## config.mk

```make
export PLATFORM = sky130hd
export DESIGN_NAME = pv2_exec_cluster
export DESIGN_NICKNAME = d
export VERILOG_FILES = /design/src/design/pv2_isa_pkg.sv /design/src/design/pv2_exec_pkg.sv /design/src/design/pv2_inst_decode.sv /design/src/design/pv2_alu_lane.sv /design/src/design/pv2_mul_lane.sv /design/src/design/pv2_result_merge.sv /design/src/design/pv2_exec_cluster.sv
export SDC_FILE = /design/constraint.sdc
export NUM_CORES = 2
export LEC_CHECK = 0
export BUFFER_PORTS_ARGS = -buffer_cell sky130_fd_sc_hd__buf_2
export CAP_MARGIN = 15
export CORE_MARGIN = 4
export CORE_UTILIZATION = 59
export CTS_CLUSTER_DIAMETER = 100
export DETAILED_ROUTE_END_ITERATION = 12
export PLACE_DENSITY_LB_ADDON = 0.08
export SLEW_MARGIN = 5
export SYNTH_ARGS = -nofsm -noshare
export SYNTH_HDL_FRONTEND = slang
export SYNTH_HIERARCHICAL = 1
export SYNTH_SLANG_ARGS = --single-unit
```

## constraint.sdc

```tcl
create_clock -name clk -period 9.1 [get_ports clk]
set_clock_uncertainty 0.15 [all_clocks]
set_input_delay 1.82 -clock clk [delete_from_list [all_inputs] [get_ports clk]]
set_output_delay 1.82 -clock clk [all_outputs]
set_load 0.1 [all_outputs]
```

## src/design/pv2_isa_pkg.sv

```systemverilog
// PARCv2 instruction set definitions
// Field widths, opcode and funct codes, and the instruction word views

`default_nettype none

package pv2_isa_pkg;

  // Field widths
  localparam int unsigned word_w     = 32;
  localparam int unsigned reg_addr_w = 5;
  localparam int unsigned opcode_w   = 6;
  localparam int unsigned funct_w    = 6;
  localparam int unsigned imm_w      = 16;

  // --------------------
  // Primary opcodes
  localparam logic [opcode_w-1:0] op_rtype    = 6'h00;
  localparam logic [opcode_w-1:0] op_special2 = 6'h1c;
  localparam logic [opcode_w-1:0] op_addiu    = 6'h09;
  localparam logic [opcode_w-1:0] op_slti     = 6'h0a;
  localparam logic [opcode_w-1:0] op_sltiu    = 6'h0b;
  localparam logic [opcode_w-1:0] op_andi     = 6'h0c;
  localparam logic [opcode_w-1:0] op_ori      = 6'h0d;
  localparam logic [opcode_w-1:0] op_xori     = 6'h0e;
  localparam logic [opcode_w-1:0] op_lui      = 6'h0f;

  // --------------------
  // Funct codes, R-type unless noted
  localparam logic [funct_w-1:0] fn_sll  = 6'h00;
  localparam logic [funct_w-1:0] fn_srl  = 6'h02;
  localparam logic [funct_w-1:0] fn_sra  = 6'h03;
  localparam logic [funct_w-1:0] fn_addu = 6'h21;
  localparam logic [funct_w-1:0] fn_subu = 6'h23;
  localparam logic [funct_w-1:0] fn_and  = 6'h24;
  localparam logic [funct_w-1:0] fn_or   = 6'h25;
  localparam logic [funct_w-1:0] fn_xor  = 6'h26;
  localparam logic [funct_w-1:0] fn_nor  = 6'h27;
  localparam logic [funct_w-1:0] fn_slt  = 6'h2a;
  localparam logic [funct_w-1:0] fn_sltu = 6'h2b;
  // Special2 space
  localparam logic [funct_w-1:0] fn_mul  = 6'h02;

  // --------------------
  // Register form
  typedef struct packed {
    logic [opcode_w-1:0]   opcode;
    logic [reg_addr_w-1:0] rs;
    logic [reg_addr_w-1:0] rt;
    logic [reg_addr_w-1:0] rd;
    logic [reg_addr_w-1:0] shamt;
    logic [funct_w-1:0]    funct;
  } pv2_rtype_t;

  // Immediate form
  typedef struct packed {
    logic [opcode_w-1:0]   opcode;
    logic [reg_addr_w-1:0] rs;
    logic [reg_addr_w-1:0] rt;
    logic [imm_w-1:0]      imm;
  } pv2_itype_t;

  // Same word, two decodes
  typedef union packed {
    pv2_rtype_t rtype;
    pv2_itype_t itype;
  } pv2_inst_t;

endpackage

`default_nettype wire

```

## src/design/pv2_exec_pkg.sv

```systemverilog
// Execute cluster definitions
// Datapath width, ALU function codes, result select and pipeline depth

`default_nettype none

package pv2_exec_pkg;

  // Operand width
  localparam int unsigned data_w = 32;

  // Multiplier split, also the lui half
  localparam int unsigned half_w = 16;

  // Acceptance to response, in cycles
  localparam int unsigned pipe_depth = 3;

  // --------------------
  // ALU function codes
  localparam int unsigned alu_fn_w = 4;

  localparam logic [alu_fn_w-1:0] alu_add  = 4'd0;
  localparam logic [alu_fn_w-1:0] alu_sub  = 4'd1;
  localparam logic [alu_fn_w-1:0] alu_and  = 4'd2;
  localparam logic [alu_fn_w-1:0] alu_or   = 4'd3;
  localparam logic [alu_fn_w-1:0] alu_xor  = 4'd4;
  localparam logic [alu_fn_w-1:0] alu_nor  = 4'd5;
  localparam logic [alu_fn_w-1:0] alu_slt  = 4'd6;
  localparam logic [alu_fn_w-1:0] alu_sltu = 4'd7;
  localparam logic [alu_fn_w-1:0] alu_sll  = 4'd8;
  localparam logic [alu_fn_w-1:0] alu_srl  = 4'd9;
  localparam logic [alu_fn_w-1:0] alu_sra  = 4'd10;
  localparam logic [alu_fn_w-1:0] alu_lui  = 4'd11;

  // --------------------
  // Which lane feeds the response
  localparam int unsigned sel_w = 2;

  localparam logic [sel_w-1:0] sel_alu     = 2'd0;
  localparam logic [sel_w-1:0] sel_mul     = 2'd1;
  localparam logic [sel_w-1:0] sel_illegal = 2'd2;

endpackage

`default_nettype wire

```

## src/design/pv2_inst_decode.sv

```systemverilog
// Instruction decode for the execute cluster
// Picks operands, ALU function and result lane from one instruction word

`timescale 1ns/1ps
`default_nettype none

module pv2_inst_decode
  import pv2_isa_pkg::*, pv2_exec_pkg::*;
(
  input  pv2_inst_t           inst,
  input  logic [data_w-1:0]   rs_data,
  input  logic [data_w-1:0]   rt_data,
  output logic [data_w-1:0]   op_a,
  output logic [data_w-1:0]   op_b,
  output logic [alu_fn_w-1:0] alu_fn,
  output logic [sel_w-1:0]    res_sel
);

  // --------------------
  // Immediate forms
  logic [data_w-1:0] imm_sext;
  logic [data_w-1:0] imm_zext;
  logic [data_w-1:0] shamt_zext;

  assign imm_sext   = {{(data_w - imm_w){inst.itype.imm[imm_w-1]}}, inst.itype.imm};
  assign imm_zext   = {{(data_w - imm_w){1'b0}}, inst.itype.imm};
  // Shift amount rides in op_a
  assign shamt_zext = {{(data_w - reg_addr_w){1'b0}}, inst.rtype.shamt};

  // --------------------
  // Opcode, then funct
  always_comb begin
    // Register operands and add unless overridden
    op_a    = rs_data;
    op_b    = rt_data;
    alu_fn  = alu_add;
    res_sel = sel_alu;

    case (inst.rtype.opcode)
      op_rtype: begin
        case (inst.rtype.funct)
          fn_addu: alu_fn = alu_add;
          fn_subu: alu_fn = alu_sub;
          fn_and:  alu_fn = alu_and;
          fn_or:   alu_fn = alu_or;
          fn_xor:  alu_fn = alu_xor;
          fn_nor:  alu_fn = alu_nor;
          fn_slt:  alu_fn = alu_slt;
          fn_sltu: alu_fn = alu_sltu;
          // Shifts take rt as the value
          fn_sll: begin
            op_a   = shamt_zext;
            alu_fn = alu_sll;
          end
          fn_srl: begin
            op_a   = shamt_zext;
            alu_fn = alu_srl;
          end
          fn_sra: begin
            op_a   = shamt_zext;
            alu_fn = alu_sra;
          end
          default: res_sel = sel_illegal;
        endcase
      end
      // Only mul lives in special2 here
      op_special2: begin
        res_sel = (inst.rtype.funct == fn_mul) ? sel_mul : sel_illegal;
      end
      // Signed immediates
      op_addiu: op_b = imm_sext;
      op_slti: begin
        op_b   = imm_sext;
        alu_fn = alu_slt;
      end
      // Still sign extended, compare is unsigned
      op_sltiu: begin
        op_b   = imm_sext;
        alu_fn = alu_sltu;
      end
      // Logical immediates zero extend
      op_andi: begin
        op_b   = imm_zext;
        alu_fn = alu_and;
      end
      op_ori: begin
        op_b   = imm_zext;
        alu_fn = alu_or;
      end
      op_xori: begin
        op_b   = imm_zext;
        alu_fn = alu_xor;
      end
      op_lui: begin
        op_b   = imm_zext;
        alu_fn = alu_lui;
      end
      default: res_sel = sel_illegal;
    endcase
  end

endmodule

`default_nettype wire

```

## src/design/pv2_alu_lane.sv

```systemverilog
// Two-stage ALU lane
// Operands captured in stage one, result computed and held in stage two

`timescale 1ns/1ps
`default_nettype none

module pv2_alu_lane
  import pv2_isa_pkg::*, pv2_exec_pkg::*;
(
  input  logic                clk,
  input  logic                reset,
  input  logic                advance,
  input  logic [data_w-1:0]   op_a,
  input  logic [data_w-1:0]   op_b,
  input  logic [alu_fn_w-1:0] alu_fn,
  output logic [data_w-1:0]   alu_result
);

  // --------------------
  // Stage one
  logic [data_w-1:0]   a_q;
  logic [data_w-1:0]   b_q;
  logic [alu_fn_w-1:0] fn_q;

  always_ff @(posedge clk) begin
    if (reset) begin
      fn_q <= alu_add;
    end else if (advance) begin
      a_q  <= op_a;
      b_q  <= op_b;
      fn_q <= alu_fn;
    end
  end

  // --------------------
  // Stage two compute
  logic [reg_addr_w-1:0] shamt;
  logic                  lt_s;
  logic                  lt_u;
  logic [data_w-1:0]     alu_out;

  // Only the low bits count for shifts
  assign shamt = a_q[reg_addr_w-1:0];
  assign lt_s  = $signed(a_q) < $signed(b_q);
  assign lt_u  = a_q < b_q;

  always_comb begin
    case (fn_q)
      alu_add:  alu_out = a_q + b_q;
      alu_sub:  alu_out = a_q - b_q;
      alu_and:  alu_out = a_q & b_q;
      alu_or:   alu_out = a_q | b_q;
      alu_xor:  alu_out = a_q ^ b_q;
      alu_nor:  alu_out = ~(a_q | b_q);
      alu_slt:  alu_out = {{(data_w - 1){1'b0}}, lt_s};
      alu_sltu: alu_out = {{(data_w - 1){1'b0}}, lt_u};
      // Shifted value comes from rt
      alu_sll:  alu_out = b_q << shamt;
      alu_srl:  alu_out = b_q >> shamt;
      alu_sra:  alu_out = $signed(b_q) >>> shamt;
      // Immediate to the upper half
      alu_lui:  alu_out = {b_q[half_w-1:0], {half_w{1'b0}}};
      default:  alu_out = '0;
    endcase
  end

  // Stage two register
  always_ff @(posedge clk) begin
    if (reset) begin
      alu_result <= '0;
    end else if (advance) begin
      alu_result <= alu_out;
    end
  end

endmodule

`default_nettype wire

```

## src/design/pv2_mul_lane.sv

```systemverilog
// Two-stage multiply lane, low product word only
// Partial products in stage one, summed in stage two

`timescale 1ns/1ps
`default_nettype none

module pv2_mul_lane
  import pv2_exec_pkg::*;
(
  input  logic              clk,
  input  logic              reset,
  input  logic              advance,
  input  logic [data_w-1:0] op_a,
  input  logic [data_w-1:0] op_b,
  output logic [data_w-1:0] mul_result
);

  // --------------------
  // Operand halves
  logic [half_w-1:0] a_lo;
  logic [half_w-1:0] a_hi;
  logic [half_w-1:0] b_lo;
  logic [half_w-1:0] b_hi;

  assign a_lo = op_a[half_w-1:0];
  assign a_hi = op_a[data_w-1:half_w];
  assign b_lo = op_b[half_w-1:0];
  assign b_hi = op_b[data_w-1:half_w];

  // Full low product, cross terms only need their low half
  // since they land shifted into the upper half
  logic [data_w-1:0] pp_ll;
  logic [half_w-1:0] pp_lh;
  logic [half_w-1:0] pp_hl;

  assign pp_ll = a_lo * b_lo;
  assign pp_lh = a_lo * b_hi;
  assign pp_hl = a_hi * b_lo;

  // --------------------
  // Stage one
  logic [data_w-1:0] ll_q;
  logic [half_w-1:0] lh_q;
  logic [half_w-1:0] hl_q;

  always_ff @(posedge clk) begin
    if (reset) begin
      ll_q <= '0;
      lh_q <= '0;
      hl_q <= '0;
    end else if (advance) begin
      ll_q <= pp_ll;
      lh_q <= pp_lh;
      hl_q <= pp_hl;
    end
  end

  // --------------------
  // Stage two sum, wraps at data_w
  logic [half_w-1:0] cross_sum;
  logic [data_w-1:0] prod_lo;

  assign cross_sum = lh_q + hl_q;
  assign prod_lo   = ll_q + {cross_sum, {half_w{1'b0}}};

  always_ff @(posedge clk) begin
    if (reset) begin
      mul_result <= '0;
    end else if (advance) begin
      mul_result <= prod_lo;
    end
  end

endmodule

`default_nettype wire

```

## src/design/pv2_result_merge.sv

```systemverilog
// Result merge and pipeline control
// Tracks valid and lane select, stalls all stages, registers the response

`timescale 1ns/1ps
`default_nettype none

module pv2_result_merge
  import pv2_exec_pkg::*;
(
  input  logic              clk,
  input  logic              reset,
  input  logic              in_val,
  input  logic [sel_w-1:0]  res_sel,
  input  logic [data_w-1:0] alu_result,
  input  logic [data_w-1:0] mul_result,
  input  logic              resp_rdy,
  output logic              advance,
  output logic              resp_val,
  output logic [data_w-1:0] resp_data,
  output logic              resp_illegal
);

  // --------------------
  // Global stall
  // Only a response stuck at stage three stops the pipe
  assign advance = !(resp_val && !resp_rdy);

  // --------------------
  // Valid and select for stages one and two
  logic             val_s1;
  logic             val_s2;
  logic [sel_w-1:0] sel_s1;
  logic [sel_w-1:0] sel_s2;

  always_ff @(posedge clk) begin
    if (reset) begin
      val_s1 <= 1'b0;
      val_s2 <= 1'b0;
      sel_s1 <= sel_alu;
      sel_s2 <= sel_alu;
    end else if (advance) begin
      // req_rdy is advance, so in_val here is an accepted request
      val_s1 <= in_val;
      sel_s1 <= res_sel;
      val_s2 <= val_s1;
      sel_s2 <= sel_s1;
    end
  end

  // --------------------
  // Lane pick
  logic [data_w-1:0] pick_data;
  logic              pick_illegal;

  always_comb begin
    pick_data    = '0;
    pick_illegal = 1'b0;
    case (sel_s2)
      sel_alu: pick_data = alu_result;
      sel_mul: pick_data = mul_result;
      // Unsupported word gives zero with the flag
      default: pick_illegal = 1'b1;
    endcase
  end

  // Stage three response register
  always_ff @(posedge clk) begin
    if (reset) begin
      resp_val     <= 1'b0;
      resp_data    <= '0;
      resp_illegal <= 1'b0;
    end else if (advance) begin
      resp_val     <= val_s2;
      resp_data    <= pick_data;
      resp_illegal <= pick_illegal;
    end
  end

endmodule

`default_nettype wire

```

## src/design/pv2_exec_cluster.sv

```systemverilog
// PARCv2 execute cluster
// Decode, ALU and multiply lanes side by side, merged into one response

`timescale 1ns/1ps
`default_nettype none

module pv2_exec_cluster
  import pv2_isa_pkg::*, pv2_exec_pkg::*;
(
  input  logic              clk,
  input  logic              reset,
  // Request
  input  logic              req_val,
  output logic              req_rdy,
  input  logic [word_w-1:0] req_inst,
  input  logic [data_w-1:0] req_rs_data,
  input  logic [data_w-1:0] req_rt_data,
  // Response
  output logic              resp_val,
  input  logic              resp_rdy,
  output logic [data_w-1:0] resp_data,
  output logic              resp_illegal
);

  // --------------------
  // Decode to lanes
  logic [data_w-1:0]   op_a;
  logic [data_w-1:0]   op_b;
  logic [alu_fn_w-1:0] alu_fn;
  logic [sel_w-1:0]    res_sel;

  // Lanes to merge
  logic [data_w-1:0] alu_result;
  logic [data_w-1:0] mul_result;

  // Global stall, low when the response is stuck
  logic advance;

  // Free slot in stage one whenever the pipe moves
  assign req_rdy = advance;

  pv2_inst_decode decode_inst (
    .inst    (req_inst),
    .rs_data (req_rs_data),
    .rt_data (req_rt_data),
    .op_a    (op_a),
    .op_b    (op_b),
    .alu_fn  (alu_fn),
    .res_sel (res_sel)
  );

  pv2_alu_lane alu_lane_inst (
    .clk        (clk),
    .reset      (reset),
    .advance    (advance),
    .op_a       (op_a),
    .op_b       (op_b),
    .alu_fn     (alu_fn),
    .alu_result (alu_result)
  );

  pv2_mul_lane mul_lane_inst (
    .clk        (clk),
    .reset      (reset),
    .advance    (advance),
    .op_a       (op_a),
    .op_b       (op_b),
    .mul_result (mul_result)
  );

  pv2_result_merge merge_inst (
    .clk          (clk),
    .reset        (reset),
    .in_val       (req_val),
    .res_sel      (res_sel),
    .alu_result   (alu_result),
    .mul_result   (mul_result),
    .resp_rdy     (resp_rdy),
    .advance      (advance),
    .resp_val     (resp_val),
    .resp_data    (resp_data),
    .resp_illegal (resp_illegal)
  );

endmodule

`default_nettype wire

```

==> impl_metrics.tcl <==
set metrics [dict create \
    status "complete, no violations" \
    synth.yosys.seq_area_share_pct 14.8 \
    grt_max_degree 69 \
    rows 90 \
    drtIter0Drc 3020 \
    die_area_mm2 0.0656 \
    worst_r2r_path_depth 13 \
    postSynth.asyncResetShare_pct 0 \
    synth_flop_cell "dfxtp_1" \
    drc 0 \
    start_kind "primary input" \
    nFillCells 5350 \
    arrival_ns 8.84 \
    synth_area_mm2 0.0363 \
    syn_nets 5018 \
    clock-sinks 236 \
    worst_ep_required_time_ns 9.42 \
    min_period_ns 8.51 \
    vias_per_cell 6.28 \
    synthDistinctLibCells 114 \
    totalWireLength_um 127000 \
    maxSlewViolCount 0 \
    crit_type "primary input to flop" \
    clock_latency_ns 0.60 \
    gp_congestion 1.03 \
    drive_gt1_share_pct 12.6 \
    final-hold-violation-count 0 \
    end_kind "flop" \
    tns_ns 0 \
    synth_cells 4230 \
    fmax_mhz 117 \
    tightest_slew_ns 1.17 \
    synth_top_cell_by_area "fa_1" \
    cts_buffers 29 \
    yosysMostFrequentCell "inv_1" \
    ant_nets 0 \
    setup_slack_ns 0.588 \
    cts_max_path_buffers 3 \
    ys_warn_count 6 \
    synthTopCellsByCount "inv_1, nand2_1, fa_1" \
    cts_tree "done" \
    io_pins 135 \
    design_area_mm2 0.0392 \
    finalCoreUtilization_pct 64.5 \
    die_w_um 256 \
    grt_overflow 0 \
    clk_pin_slew_worst_paths_ns 0.06 \
    powerDensity_mw_per_mm2 357 \
    synth-seq-cells 236 \
    grt_pass1_vias 31700 \
    grt_pass1_wl_um 193000 \
    avgSynthCellArea_um2 8.59 \
    setup_viol 0 \
    postCtsResizedCells 0 \
    ctsHoldBuffers 0 \
    postCtsSetupBuffers 0 \
    track_usage_pct 38.0 \
    final_nets 5084 \
    synthToLayoutAreaGrowth_pct 7.87 \
    rsz0062_at_grt "false" \
    port_buffers 124 \
    vdd_ir_drop_max_v 0.000608 \
    post-dp-hpwl_um 100000 \
    hold_path.class "flop to flop" \
    die_h_um 256 \
    cts-root-buf "clkbuf_16" \
    relSlewSlack_pct 21.7 \
    whs_path_depth 2 \
    total_leakage_power_nw 18.7 \
    power_mw 14.0 \
    grt_antenna_before_repair 5 \
    routedWlPerCell_um 24.9 \
    placedCellCount 5046 \
    num_vias 32000 \
    dp_worst_setup_slack_ns 0.0755 \
    yosys.area.top_type_share_pct 19.7 \
    core-area_mm2 0.0607 \
    final_cells 5103 \
    fin_crit_sh_pct 93.5 \
    whs_ns 0.301 \
    synth_edf_count 64 \
    crit_fanout 19 \
    dpl-instance-area_mm2 0.0382 \
    dr.pass1.iters 6 \
    maxCapViolCount 0 \
    start_util_pct 59.8 \
    htreeDepth 1 \
    ys_top_cells_by_area "fa_1, ha_1, dfxtp_1" \
]
-- cell usage in the layout, fill, tap and decap left out, types with 13 or more instances in the layout --
cell type,n
nor3_1,62
nand2_1,497
mux4_2,70
a21oi_1,197
o211ai_1,21
nand4_1,20
a31oi_1,19
a211oi_1,60
a2111oi_0,16
nor2b_1,29
and2_1,238
inv_1,583
xor2_1,32
a22oi_1,21
o21a_1,13
or3_1,29
o21ai_0,140
nand3_1,41
nor2_1,275
a21o_1,57
o2bb2ai_2,27
buf_4,165
xnor2_1,92
mux2i_1,132
o21bai_1,20
buf_2,123
ha_1,330
o22ai_1,13
clkbuf_16,30
and3_1,21
o31ai_1,17
nor4_1,18
fa_1,358
mux2_2,24
dfxtp_1,171
edfxtp_1,64
-- path summary, 6_finish.rpt --
kind,from,to,slack [ns]
hold / removal,merge_inst/val_s2,merge_inst/val_s2,0.30
setup / recovery,req_inst[5],mul_lane_inst/ll_q[20],0.59
hold reg to reg,merge_inst/val_s2,merge_inst/val_s2,0.30
setup reg to reg,alu_lane_inst/a_q[2],alu_lane_inst/alu_result[27],3.80
-- critical path, stage by stage --
cell and delay (ns):
buf_2 0.11, or4_4 0.55, a21oi_4 0.17, nand3_4 0.09, buf_12 0.17, mux2_4 0.44, and2_1 0.19, fa_1 0.47
inv_1 0.05, fa_1 0.40, fa_1 0.51, fa_1 0.55, inv_1 0.06, fa_1 0.48, inv_1 0.05, fa_1 0.47
inv_1 0.04, ha_1 0.35, nand3_1 0.12, nor2_1 0.28, o211ai_1 0.21, buf_4 0.21, a21oi_1 0.25, buf_4 0.17
o21a_1 0.13, o21ai_0 0.11, o311ai_0 0.31
-- cell type report --
| cell class | instances | area [um2] | share of cell area [%] |
|---|---|---|---|
| multi-input combinational | 3150 | 27700 | 70.6 |
| sequential | 236 | 5370 | 13.7 |
| inverter | 586 | 2200 | 5.63 |
| timing repair buffer | 293 | 1950 | 4.99 |
| tap | 782 | 978 | 2.50 |
| clock buffer | 34 | 776 | 1.98 |
| clock inverter | 20 | 216 | 0.553 |
| antenna | 2 | 5.00 | 0.0128 |
-- metal layers --
metal / wire, um / track usage (%) / vias up
met4: 10400 / 24.4 / 6
met1: 48600 / 48.3 / 15600
met2: 57200 / 60.5 / 1582
met3: 11000 / 6.40 / 424
li1: - / - / 14400
met5: 42 / 0 / -
-- power by group --
| part | total [mW] | switching [mW] | internal (mW) |
|---|---|---|---|
| Combinational | 11.2 | 6.45 | 4.79 |
| Sequential | 1.54 | 0.207 | 1.33 |
| Clock | 1.22 | 0.514 | 0.703 |
| Total | 14.0 | 7.18 | 6.82 |
-- registers in the layout, summed over array words and instances (netlist names) --
name / cells
alu_lane_inst/a_q: 32
alu_lane_inst/alu_result: 32
alu_lane_inst/b_q: 32
alu_lane_inst/fn_q: 4
merge_inst/resp_data: 32
merge_inst/resp_illegal: 1
merge_inst/resp_val: 1
merge_inst/sel_s1: 2
merge_inst/sel_s2: 2
merge_inst/val_s1: 1
merge_inst/val_s2: 1
mul_lane_inst/hl_q: 16
mul_lane_inst/lh_q: 16
mul_lane_inst/ll_q: 32
mul_lane_inst/mul_result: 32
-- kinds of logic (layout without fill, tap and decap cells) --
family	count (synthesis)	after routing	synth area share [%]
flops	236	236	14.8
other cells	0	2	0
buf+inv	844	933	9.25
mux	229	229	8.85
xor+xnor	126	126	3.11
simple gates	1317	1317	17.4
fa+ha+maj	688	688	31.1
compound gates	790	790	15.5
Power figures use the tool's default switching activity.
